--- config.mk ---
export PLATFORM = sky130hd
export DESIGN_NAME = rom_fetch_top
export DESIGN_NICKNAME = d
export VERILOG_FILES = /design/src/hdl/rom_fetch_pkg.sv /design/src/hdl/frac_cen.sv /design/src/hdl/rom_dwnld.sv /design/src/hdl/rom_slot_cache.sv /design/src/hdl/rom_slot_ctrl.sv /design/src/hdl/rom_fetch_top.sv
export VERILOG_INCLUDE_DIRS = /design/src /design/src/include
export SDC_FILE = /design/constraint.sdc
export NUM_CORES = 1
export LEC_CHECK = 0
export ABC_CLOCK_PERIOD_IN_PS = 6600
export BUFFER_PORTS_ARGS = -buffer_cell sky130_fd_sc_hd__buf_2
export CORE_ASPECT_RATIO = 0.6
export CORE_UTILIZATION = 51
export CTS_CLUSTER_SIZE = 12
export DETAILED_ROUTE_END_ITERATION = 10
export HOLD_SLACK_MARGIN = 0.12
export PLACE_DENSITY = 0.89
export SLEW_MARGIN = 10
export SYNTH_ARGS = -nofsm -noshare
export SYNTH_HDL_FRONTEND = slang
export SYNTH_SLANG_ARGS = --single-unit
--- constraint.sdc ---
create_clock -name clk -period 6.6 [get_ports clk]
set_input_delay 1.32 -clock clk [delete_from_list [all_inputs] [get_ports clk]]
set_output_delay 1.32 -clock clk [all_outputs]
set_load 0.01 [all_outputs]
--- src/include/rom_fetch_settings.svh ---
/*
    ROM fetch settings
    SDRAM layout, colour PROM location in the download stream,
    pixel clock-enable ratio and byte lane order
*/
`ifndef ROM_FETCH_SETTINGS_SVH
`define ROM_FETCH_SETTINGS_SVH

// SDRAM word offsets
`define MAIN_OFFSET 22'h00_0000
`define GFX_OFFSET  22'h01_0000   // Right after 128kB of main ROM

// Download stream byte address where the colour PROMs begin
`define PROM_START  25'h0A_0000

// Pixel enable is CEN_N/CEN_M of clk
`define CEN_N       10'd16
`define CEN_M       10'd125

// Even bytes land on the upper lane
`define DWNLD_SWAB  1'b1

`endif

--- src/hdl/rom_fetch_pkg.sv ---
/*
    ROM fetch package
    SDRAM word views and slot controller states
*/
`default_nettype none

package rom_fetch_pkg;

    // Two byte lanes of one SDRAM word
    typedef struct packed {
        logic [7:0] hi;
        logic [7:0] lo;
    } sdram_bytes_t;

    // Graphics reads the whole word, main reads a single lane
    typedef union packed {
        logic [15:0]  word;
        sdram_bytes_t b;
    } sdram_word_u;

    typedef enum logic [1:0] {
        IDLE,
        WAIT_ACK,       // sdram_req held high
        WAIT_DATA       // Waiting for data_rdy
    } ctrl_state_e;

endpackage

`default_nettype wire

--- src/hdl/frac_cen.sv ---
/*
    Fractional clock enable
    Pixel enable at CEN_N/CEN_M of clk, plus enables at
    one half and one quarter of that rate
*/
`timescale 1ns/1ps
`default_nettype none

`include "rom_fetch_settings.svh"

module frac_cen (
    input  wire  clk,
    input  wire  rst,
    output logic pxl_cen,
    output logic pxl2_cen,  // Every second pxl_cen
    output logic pxl4_cen   // Every fourth pxl_cen
);

logic [10:0] acc;
logic [10:0] sum;
logic [ 1:0] div;

// One extra bit so the sum cannot wrap
assign sum = acc + {1'b0, `CEN_N};

always_ff @(posedge clk) begin
    if (rst) begin
        acc      <= 11'd0;
        div      <= 2'd0;
        pxl_cen  <= 1'b0;
        pxl2_cen <= 1'b0;
        pxl4_cen <= 1'b0;
    end else begin
        if (sum >= {1'b0, `CEN_M}) begin
            acc      <= sum - {1'b0, `CEN_M};
            div      <= div + 2'd1;
            pxl_cen  <= 1'b1;
            pxl2_cen <= div[0];
            pxl4_cen <= &div;   // Last step of the divide by 4
        end else begin
            acc      <= sum;
            pxl_cen  <= 1'b0;
            pxl2_cen <= 1'b0;
            pxl4_cen <= 1'b0;
        end
    end
end

endmodule

`default_nettype wire

--- src/hdl/rom_dwnld.sv ---
/*
    ROM download
    Turns loader bytes into masked SDRAM writes, held until acked.
    Bytes in the colour PROM region give a one-cycle prom_we instead
*/
`timescale 1ns/1ps
`default_nettype none

`include "rom_fetch_settings.svh"

module rom_dwnld (
    input  wire         clk,
    input  wire         rst,
    input  wire         downloading,
    input  wire  [24:0] ioctl_addr,
    input  wire  [ 7:0] ioctl_dout,
    input  wire         ioctl_wr,
    input  wire         sdram_ack,
    output logic [21:0] prog_addr,
    output logic [ 7:0] prog_data,
    output logic [ 1:0] prog_mask,  // Active low
    output logic        prog_we,
    output logic        prom_we
);

logic        wr_en;
logic        is_prom;
logic        upper_lane;
logic [24:0] prom_offset;

assign wr_en       = ioctl_wr & downloading;
assign is_prom     = ioctl_addr >= `PROM_START;
assign prom_offset = ioctl_addr - `PROM_START;
assign upper_lane  = ioctl_addr[0] ^ `DWNLD_SWAB;

always_ff @(posedge clk) begin
    if (rst) begin
        prog_we <= 1'b0;
        prom_we <= 1'b0;
    end else begin
        prom_we <= wr_en & is_prom;     // Single pulse
        if (wr_en && !is_prom)
            prog_we <= 1'b1;
        else if (sdram_ack)
            prog_we <= 1'b0;
    end
end

// Write payload
always_ff @(posedge clk) begin
    if (wr_en) begin
        prog_data <= ioctl_dout;
        if (is_prom) begin
            prog_addr <= prom_offset[21:0];
            prog_mask <= 2'b11;
        end else begin
            prog_addr <= ioctl_addr[22:1];  // Byte to word address
            prog_mask <= upper_lane ? 2'b01 : 2'b10;
        end
    end
end

endmodule

`default_nettype wire

--- src/hdl/rom_slot_cache.sv ---
/*
    ROM slot
    Keeps the last word fetched from SDRAM and its address.
    Hits answer in the same cycle, misses are flagged to the controller
*/
`timescale 1ns/1ps
`default_nettype none

`include "rom_fetch_settings.svh"

module rom_slot_cache
    import rom_fetch_pkg::*;
#(
    parameter int AW = 18,
    parameter int DW = 16
) (
    input  wire                clk,
    input  wire                rst,
    input  wire                cs,
    input  wire       [AW-1:0] addr,
    input  wire                refill,
    input  sdram_word_u        refill_word,
    output logic               ok,
    output logic      [DW-1:0] dout,
    output logic               miss
);

logic [AW-1:0] cached_addr;
sdram_word_u   cached_word;
logic          valid;
logic          hit;

always_ff @(posedge clk) begin
    if (rst)
        valid <= 1'b0;
    else if (refill)
        valid <= 1'b1;
end

// Requester holds addr steady until ok
always_ff @(posedge clk) begin
    if (refill) begin
        cached_addr <= addr;
        cached_word <= refill_word;
    end
end

assign hit  = valid && cached_addr == addr;
assign ok   = cs & hit;
assign miss = cs & ~hit;

generate
    if (DW == 8) begin : g_byte
        // Byte lane picked by the address LSB
        assign dout = (addr[0] ^ `DWNLD_SWAB) ? cached_word.b.hi : cached_word.b.lo;
    end else begin : g_word
        assign dout = cached_word.word[DW-1:0];
    end
endgenerate

endmodule

`default_nettype wire

--- src/hdl/rom_slot_ctrl.sv ---
/*
    ROM slot controller
    Fetches slot misses from SDRAM one at a time, graphics first,
    and strobes the refill of the slot that asked
*/
`timescale 1ns/1ps
`default_nettype none

`include "rom_fetch_settings.svh"

module rom_slot_ctrl
    import rom_fetch_pkg::*;
(
    input  wire         clk,
    input  wire         rst,
    input  wire         downloading,
    input  wire         gfx_miss,
    input  wire  [17:0] gfx_addr,       // Word address
    input  wire         main_miss,
    input  wire  [16:0] main_addr,      // Byte address
    input  wire         sdram_ack,
    input  wire         data_rdy,
    input  wire  [15:0] data_read,
    output logic        sdram_req,
    output logic [21:0] sdram_addr,
    output logic        gfx_refill,
    output logic        main_refill,
    output sdram_word_u refill_word
);

ctrl_state_e state;
logic        serve_gfx;     // Slot being served
logic        start;
logic        done;

// No new requests while the loader owns the SDRAM
assign start = state == IDLE && !downloading && (gfx_miss || main_miss);
assign done  = state == WAIT_DATA && data_rdy;

always_ff @(posedge clk) begin
    if (rst) begin
        state     <= IDLE;
        sdram_req <= 1'b0;
        serve_gfx <= 1'b0;
    end else begin
        case (state)
            IDLE: begin
                if (start) begin
                    serve_gfx <= gfx_miss;  // Graphics wins a tie
                    sdram_req <= 1'b1;
                    state     <= WAIT_ACK;
                end
            end
            WAIT_ACK: begin
                if (sdram_ack) begin
                    sdram_req <= 1'b0;
                    state     <= WAIT_DATA;
                end
            end
            WAIT_DATA: begin
                if (data_rdy)
                    state <= IDLE;
            end
            default: begin
                sdram_req <= 1'b0;
                state     <= IDLE;
            end
        endcase
    end
end

// SDRAM address, held until the ack
always_ff @(posedge clk) begin
    if (start) begin
        if (gfx_miss)
            sdram_addr <= {4'd0, gfx_addr} + `GFX_OFFSET;
        else
            sdram_addr <= {6'd0, main_addr[16:1]} + `MAIN_OFFSET;
    end
end

assign gfx_refill  = done & serve_gfx;
assign main_refill = done & ~serve_gfx;
assign refill_word = sdram_word_u'(data_read);  // Valid with data_rdy only

endmodule

`default_nettype wire

--- src/hdl/rom_fetch_top.sv ---
/*
    ROM fetch top level
    Pixel enables, ROM download, graphics and main ROM slots
    and the SDRAM read controller that refills them
*/
`timescale 1ns/1ps
`default_nettype none

module rom_fetch_top
    import rom_fetch_pkg::*;
(
    input  wire         clk,
    input  wire         rst,
    // Clock enables
    output logic        pxl_cen,
    output logic        pxl2_cen,
    output logic        pxl4_cen,
    // Loader
    input  wire         downloading,
    input  wire  [24:0] ioctl_addr,
    input  wire  [ 7:0] ioctl_dout,
    input  wire         ioctl_wr,
    output logic [21:0] prog_addr,
    output logic [ 7:0] prog_data,
    output logic [ 1:0] prog_mask,  // Active low
    output logic        prog_we,
    output logic        prom_we,
    // Graphics ROM
    input  wire         gfx_cs,
    input  wire  [17:0] gfx_addr,
    output logic        gfx_ok,
    output logic [15:0] gfx_data,
    // Main CPU ROM
    input  wire         main_cs,
    input  wire  [16:0] main_addr,
    output logic        main_ok,
    output logic [ 7:0] main_data,
    // SDRAM
    output logic        sdram_req,
    output logic [21:0] sdram_addr,
    input  wire         sdram_ack,
    input  wire         data_rdy,
    input  wire  [15:0] data_read
);

logic        gfx_miss, main_miss;
logic        gfx_refill, main_refill;
sdram_word_u refill_word;

frac_cen u_cen (
    .clk        ( clk       ),
    .rst        ( rst       ),
    .pxl_cen    ( pxl_cen   ),
    .pxl2_cen   ( pxl2_cen  ),
    .pxl4_cen   ( pxl4_cen  )
);

rom_dwnld u_dwnld (
    .clk         ( clk         ),
    .rst         ( rst         ),
    .downloading ( downloading ),
    .ioctl_addr  ( ioctl_addr  ),
    .ioctl_dout  ( ioctl_dout  ),
    .ioctl_wr    ( ioctl_wr    ),
    .sdram_ack   ( sdram_ack   ),
    .prog_addr   ( prog_addr   ),
    .prog_data   ( prog_data   ),
    .prog_mask   ( prog_mask   ),
    .prog_we     ( prog_we     ),
    .prom_we     ( prom_we     )
);

rom_slot_cache #(.AW(18), .DW(16)) u_gfx (
    .clk         ( clk         ),
    .rst         ( rst         ),
    .cs          ( gfx_cs      ),
    .addr        ( gfx_addr    ),
    .refill      ( gfx_refill  ),
    .refill_word ( refill_word ),
    .ok          ( gfx_ok      ),
    .dout        ( gfx_data    ),
    .miss        ( gfx_miss    )
);

rom_slot_cache #(.AW(17), .DW(8)) u_main (
    .clk         ( clk         ),
    .rst         ( rst         ),
    .cs          ( main_cs     ),
    .addr        ( main_addr   ),
    .refill      ( main_refill ),
    .refill_word ( refill_word ),
    .ok          ( main_ok     ),
    .dout        ( main_data   ),
    .miss        ( main_miss   )
);

rom_slot_ctrl u_ctrl (
    .clk         ( clk         ),
    .rst         ( rst         ),
    .downloading ( downloading ),
    .gfx_miss    ( gfx_miss    ),
    .gfx_addr    ( gfx_addr    ),
    .main_miss   ( main_miss   ),
    .main_addr   ( main_addr   ),
    .sdram_ack   ( sdram_ack   ),
    .data_rdy    ( data_rdy    ),
    .data_read   ( data_read   ),
    .sdram_req   ( sdram_req   ),
    .sdram_addr  ( sdram_addr  ),
    .gfx_refill  ( gfx_refill  ),
    .main_refill ( main_refill ),
    .refill_word ( refill_word )
);

endmodule

`default_nettype wire

# Yosys cells after proc, flatten, opt, wreduce, memory -nomap -nowiden

Cells that the tools add are included.
W data, S select, Z words.

Bits in registers: 142
Latch bits: 0
RAM bits: 0
ROM bits: 0
Output and inout bits: 86
Memories: 0

Add/sub/neg operators: 5
Multipliers: 0
Divide/modulo/power cells: 0
Order comparisons: 2
Equal/unequal tests: 7
Shift operators: 0
Multiplexer cells: 14
Bitwise operators: 13
Reductions and logical operators: 16

Operators with widths:

| kind                     | count |
|---|---|
| $ge A25 B20 Y1 const B   | 1 |
| $mux W22                 | 1 |
| $sub A22 B20 Y22 const B | 1 |
| $add A18 B17 Y19 const B | 1 |
| $eq A18 B18 Y1           | 1 |
| $eq A17 B17 Y1           | 1 |
| $mux W16                 | 1 |
| $add A11 B5 Y11 const B  | 1 |
| $ge A11 B7 Y1 const B    | 1 |
| $mux W11                 | 1 |
| $sub A11 B7 Y11 const B  | 1 |
| $and A1 B1 Y1            | 8 |
| $mux W2                  | 4 |
| $mux W8                  | 1 |
| $logic_and A1 B1 Y1      | 6 |
| $pmux W2 S3              | 1 |
| $reduce_and A3 Y1        | 2 |
| $not A1 Y1               | 5 |
| $mux W1                  | 4 |
| $ne A2 B2 Y1 const B     | 2 |
| $reduce_and A2 Y1        | 2 |
| $pmux W1 S3              | 1 |
| $add A2 B1 Y2 const B    | 1 |
| $eq A2 B1 Y1 const B     | 1 |
| other kinds (7)          | 8 |

# Depth between registers and ports, before layout

Depth after elaboration: 8
Mapped depth: 11

# By module

Synthesis repeated with hierarchy kept, for this count alone.

Cells, all modules: 465
Area total of the unflattened synthesis: 6,208.5 sq um

Modules (own cells, without submodules):

| module                   | times used | cells each | area an instance (sq um) | sequential area each (sq um) |
|---|---|---|---|---|
| rom_dwnld                | 1          | 128        | 1,500.2                  | 1,001.0 |
| rom_slot_cache at u_main | 1          | 71         | 1,320.0                  | 1,011.0 |
| rom_slot_cache at u_gfx  | 1          | 64         | 1,260.0                  | 1,041.0 |
| rom_slot_ctrl            | 1          | 83         | 1,141.1                  | 650.6 |
| frac_cen                 | 1          | 119        | 987.2                    | 320.3 |

# Least setup slack after synthesis

Ideal clock, no wire load.

Kind: in2reg
Start point: input port data_rdy
End point: register u_main.cached_addr[0] (enable)
Library setup time: 0.521 ns
Arrival time: 4.803 ns
Path slack: 1.275 ns
Stages: 1
Path buffers: 0
Cell sequence: nor4b_1

Word-level cells in the longest chain between the ends: 2

Ends and longest elaborated chain:

| item                   | line                 | text |
|---|---|---|
| start: declaration     | rom_fetch_top.sv:42  | `input wire data_rdy,` |
| $logic_and A1 B1 Y1    | rom_slot_ctrl.sv:38  | `assign done = state == WAIT_DATA && data_rdy;` |
| $and A1 B1 Y1          | rom_slot_ctrl.sv:83  | `assign main_refill = done & ~serve_gfx;` |
| end signal: assignment | rom_slot_cache.sv:43 | `cached_addr <= addr;` |
| end: declaration       | rom_slot_cache.sv:28 | `logic [AW-1:0] cached_addr;` |

No other way between the ends.
A chain may end at the register's enable or synchronous reset.

# Worst setup path in the final report

Start point: input port gfx_addr[1]
End point: output port gfx_ok

Word-level cells in the longest chain between the ends: 3

Ends and longest elaborated chain:

| item                | line                 | text |
|---|---|---|
| start: declaration  | rom_fetch_top.sv:30  | `input wire [17:0] gfx_addr,` |
| $eq A18 B18 Y1      | rom_slot_cache.sv:48 | `assign hit = valid && cached_addr == addr;` |
| $logic_and A1 B1 Y1 | rom_slot_cache.sv:48 |  |
| $and A1 B1 Y1       | rom_slot_cache.sv:49 | `assign ok = cs & hit;` |
| end: declaration    | rom_fetch_top.sv:31  | `output logic gfx_ok,` |

No other way between the ends.

==> metrics.md <==
| Metric | Value |
|---|---|
| Mapped Area | `0.00581 mm2` |
| Highest Clock Rate | `around 250 MHz` |
| # hold bufs at CTS | `0` |
| Total GRT Usage | `between 20% and 30%` |
| Starting Density | `53.7%` |
| Post-layout nets | `672` |
| Die Area | `around 0.012 mm2` |
| Setup Viol. Count Final | `0` |
| Commonest register cell after synthesis | `edfxtp_1` |
| Synth cell types | `42` |
| Worst r2r path cells | `6` |
| Synth-to-layout area growth | `27.6%` |
| Hold_sp | `u_cen.div[1]$_SDFFE_PP0N_` |
| First-pass GRT wire length | `approximately 21 mm` |
| Worst setup SP type | `primary input` |
| Unrepaired setup endpoints after global routing | `no` |
| DR vias/cell | `5.35` |
| Placer Congestion | `0.807` |
| Ant diodes | `0` |
| Core area | `approximately 0.011 mm2` |
| Origin of the critical flop-to-flop path | `u_gfx.cached_addr[13]$_DFFE_PP_` |
| Avg Cell Area, Syn | `between 10 and 15 um2` |
| Slowest-stage cell, CP | `nand4_1` |
| Initial drt markers | `259` |
| Initial DRT Pass Iterations | `5` |
| Power Density | `between 300 and 400 mW/mm2` |
| Vias in the first global route | `roughly 4000` |
| Ports | `approximately 180` |
| WP data required | `about 5.3 ns` |
| Largest net degree at the start of global routing | `36` |
| Post-synth EDFFs | `between 100 and 150` |
| WL/cell | `around 18 um` |
| Worst-path fanout max | `5` |
| Post-CTS setup buffer count | `0` |
| PostCTS Resize Cnt | `0` |
| Initial antenna violation count | `0` |
| Critical path, cell by cell | `buf_2 -> xnor2_1 -> nand4_1 -> nor4_1 -> nand4_1 -> nor2_1 -> buf_2` |
| Peak supply drop | `198 uV` |
| Crit Reg-Reg Endpoint | `u_ctrl.sdram_addr[4]$_DFFE_PP_` |
| Chip width | `140 um` |
| Hold EP | `u_cen.div[1]$_SDFFE_PP0N_` |
| HPWL Detailed | `9.32 mm` |
| Leak | `approximately 2.9 nW` |
| Dpl cells | `between 600 and 700` |
| Final hold viol count | `0` |
| Total congestion overflow | `0` |
| #FFs+latches synth | `142` |
| Clk slew on worst S/H paths | `around 0.06 ns` |
| Antenna viol nets, final | `0` |
| Clk buf depth | `2` |
| Worst-Margin Slew | `0.969 ns` |
| Cell Rows | `29` |
| Buf/Inv on CP | `2` |
| CP max stage delay | `about 0.3 ns` |
| Count of maximum capacitance violations | `0` |
| Post-layout min period | `4.00 ns` |
| H-tree Lvls | `4` |
| Min-Delay Path Depth | `2` |
| Routed vias | `just under 4000` |
| Port bufs | `174` |
| Fin crit share | `slightly above 60%` |
| Async SR Flop Fraction | `0%` |
| Worst hold slack | `0.475 ns` |
| CTS tree | `built` |
| Path type of the worst setup path | `in -> out` |
| Worst EP arrival | `around 2.7 ns` |
| Worst skew pair latency | `0.41 ns` |
| Power, Total | `2.36 mW` |
| Routed WL | `about 13 mm` |
| Clk_skew | `just under 0.008 ns` |
| Total Negative Setup Slacks | `0 ns` |
| Root buffer cell | `clkbuf_16` |
| Reg2reg setup slack | `between 3 and 4 ns` |
| Top delay family on crit path | `simple AND/OR/NAND/NOR gates` |
| Vert. Die Dim | `84.7 um` |
| CTS Buf Count | `17` |
| Status | `finished clean` |
| Fin cells | `a little over 700` |
| Yosys warnings | `0` |
| Sink Count | `~140` |
| Cell count after synthesis | `between 300 and 400` |
| Fin. max-slew vios | `0` |
| Share of cells above drive strength 1 | `43.2%` |
| Hold crit path type | `reg -> reg` |
| Seq/Total Area, Yosys | `between 60% and 70%` |
| Final core utilization | `68.5%` |
| Slew headroom | `around a third` |
| Worst setup EP type | `output port` |
| DRC | `0` |
state kept, by name, indices dropped and copies added (netlist names), 2 cells and up:
register            count
u_cen.acc              11
u_cen.div               2
u_ctrl.sdram_addr      19
u_ctrl.state            2
u_dwnld.prog_addr      22
u_dwnld.prog_data       8
u_dwnld.prog_mask       2
u_gfx.cached_addr      18
u_gfx.dout             16
u_main.cached_addr     17
u_main.cached_word     16
cell type report:
cell class,instances,area (um2)
Tap cell,139,174
Inverter,8,30.0
Fill cell,738,3400
Sequential cell,142,4020
Multi-Input combinational cell,227,1700
Clock buffer,18,429
Timing Repair Buffer,177,893
Clock inverter,14,158
metal layers:
metal	routed length, um	share of wire [%]	track usage, %
met1	6010	46	31.0
met2	6070	47	37.0
met3	731	5.6	5.93
met4	216	1.7	9.29
met5	0	0	0
cells by family after synthesis:
group	share of synthesized area [%]
muxes	7.76
buffers and inverters	1.66
and+or+nand+nor	9.22
DFF	69.3
xor gates and xnor gates	7.09
adders and majority gates	1.51
other	0.0646
AOI/OAI and AO/OA	3.43
power breakdown:
group	internal, mW	switching, mW	leakage, nW
combinational	0.140	0.193	1.30
sequential	1.04	0.0423	1.29
clock	0.563	0.384	0.280
cells in the mapped netlist (2+ instances only):
master / number / area, um2
nand2_1: 14 / 52.6
dfxtp_1: 24 / 480
nor2b_1: 2 / 12.5
ha_1: 7 / 87.6
or4_1: 2 / 15.0
nor4_1: 8 / 50.1
and2_1: 6 / 37.5
edfxtp_1: 118 / 3540
nor3_1: 8 / 40.0
mux2_2: 40 / 450
and3_1: 4 / 25.0
inv_1: 8 / 30.0
nor4b_1: 2 / 17.5
clkbuf_1: 5 / 18.8
nand2b_1: 2 / 12.5
nand3_1: 9 / 45.0
and3b_1: 2 / 17.5
or3_1: 4 / 25.0
or2_2: 2 / 12.5
buf_2: 4 / 20.0
a21oi_1: 11 / 55.1
o21ai_0: 8 / 40.0
nor2_1: 20 / 75.1
xor2_1: 10 / 87.6
a31oi_1: 5 / 31.3
buf_4: 3 / 22.5
xnor2_1: 37 / 324
nand4_1: 9 / 56.3
metrics by stage:
stage / setup WS [ns] / instance area, um2
floorplan: 1.28 / 5820
global placement: 2.67 / 6820
detailed placement: 2.61 / 6820
CTS: 2.60 / 7410
global route: 2.46 / 7410
finish: 2.60 / 7410
worst max-delay path by stage:
stage           startpoint                               to  cells after the start
2_1_floorplan     data_rdy  u_main.cached_addr[0]$_DFFE_PP_                      1
3_3_place_gp   gfx_addr[1]                           gfx_ok                      7
3_5_place_dp   gfx_addr[1]                           gfx_ok                      7
4_1_cts        gfx_addr[1]                           gfx_ok                      7
5_1_grt        gfx_addr[1]                           gfx_ok                      7
6_report       gfx_addr[1]                           gfx_ok                      7
cells in the final DEF (no fill, tap or decap), drive strengths merged, types with 11 or more instances in the layout:
master	Yosys	routed
buf	7	177
nor2	20	20
xnor2	37	37
dfxtp	24	24
edfxtp	118	118
clkbuf	6	18
inv	8	13
mux2	40	40
a21oi	11	11
nand2	14	14
worst reg2reg max path, cell delays in order, from the launching register on:
cell and delay [ns]:
edfxtp_1 0.39, xnor2_1 0.19, nand4_1 0.19, nor4_1 0.29
nand4_1 0.30, nand2_1 0.72, mux2_2 0.44
Note: power is estimated with default switching activity, not from simulation.
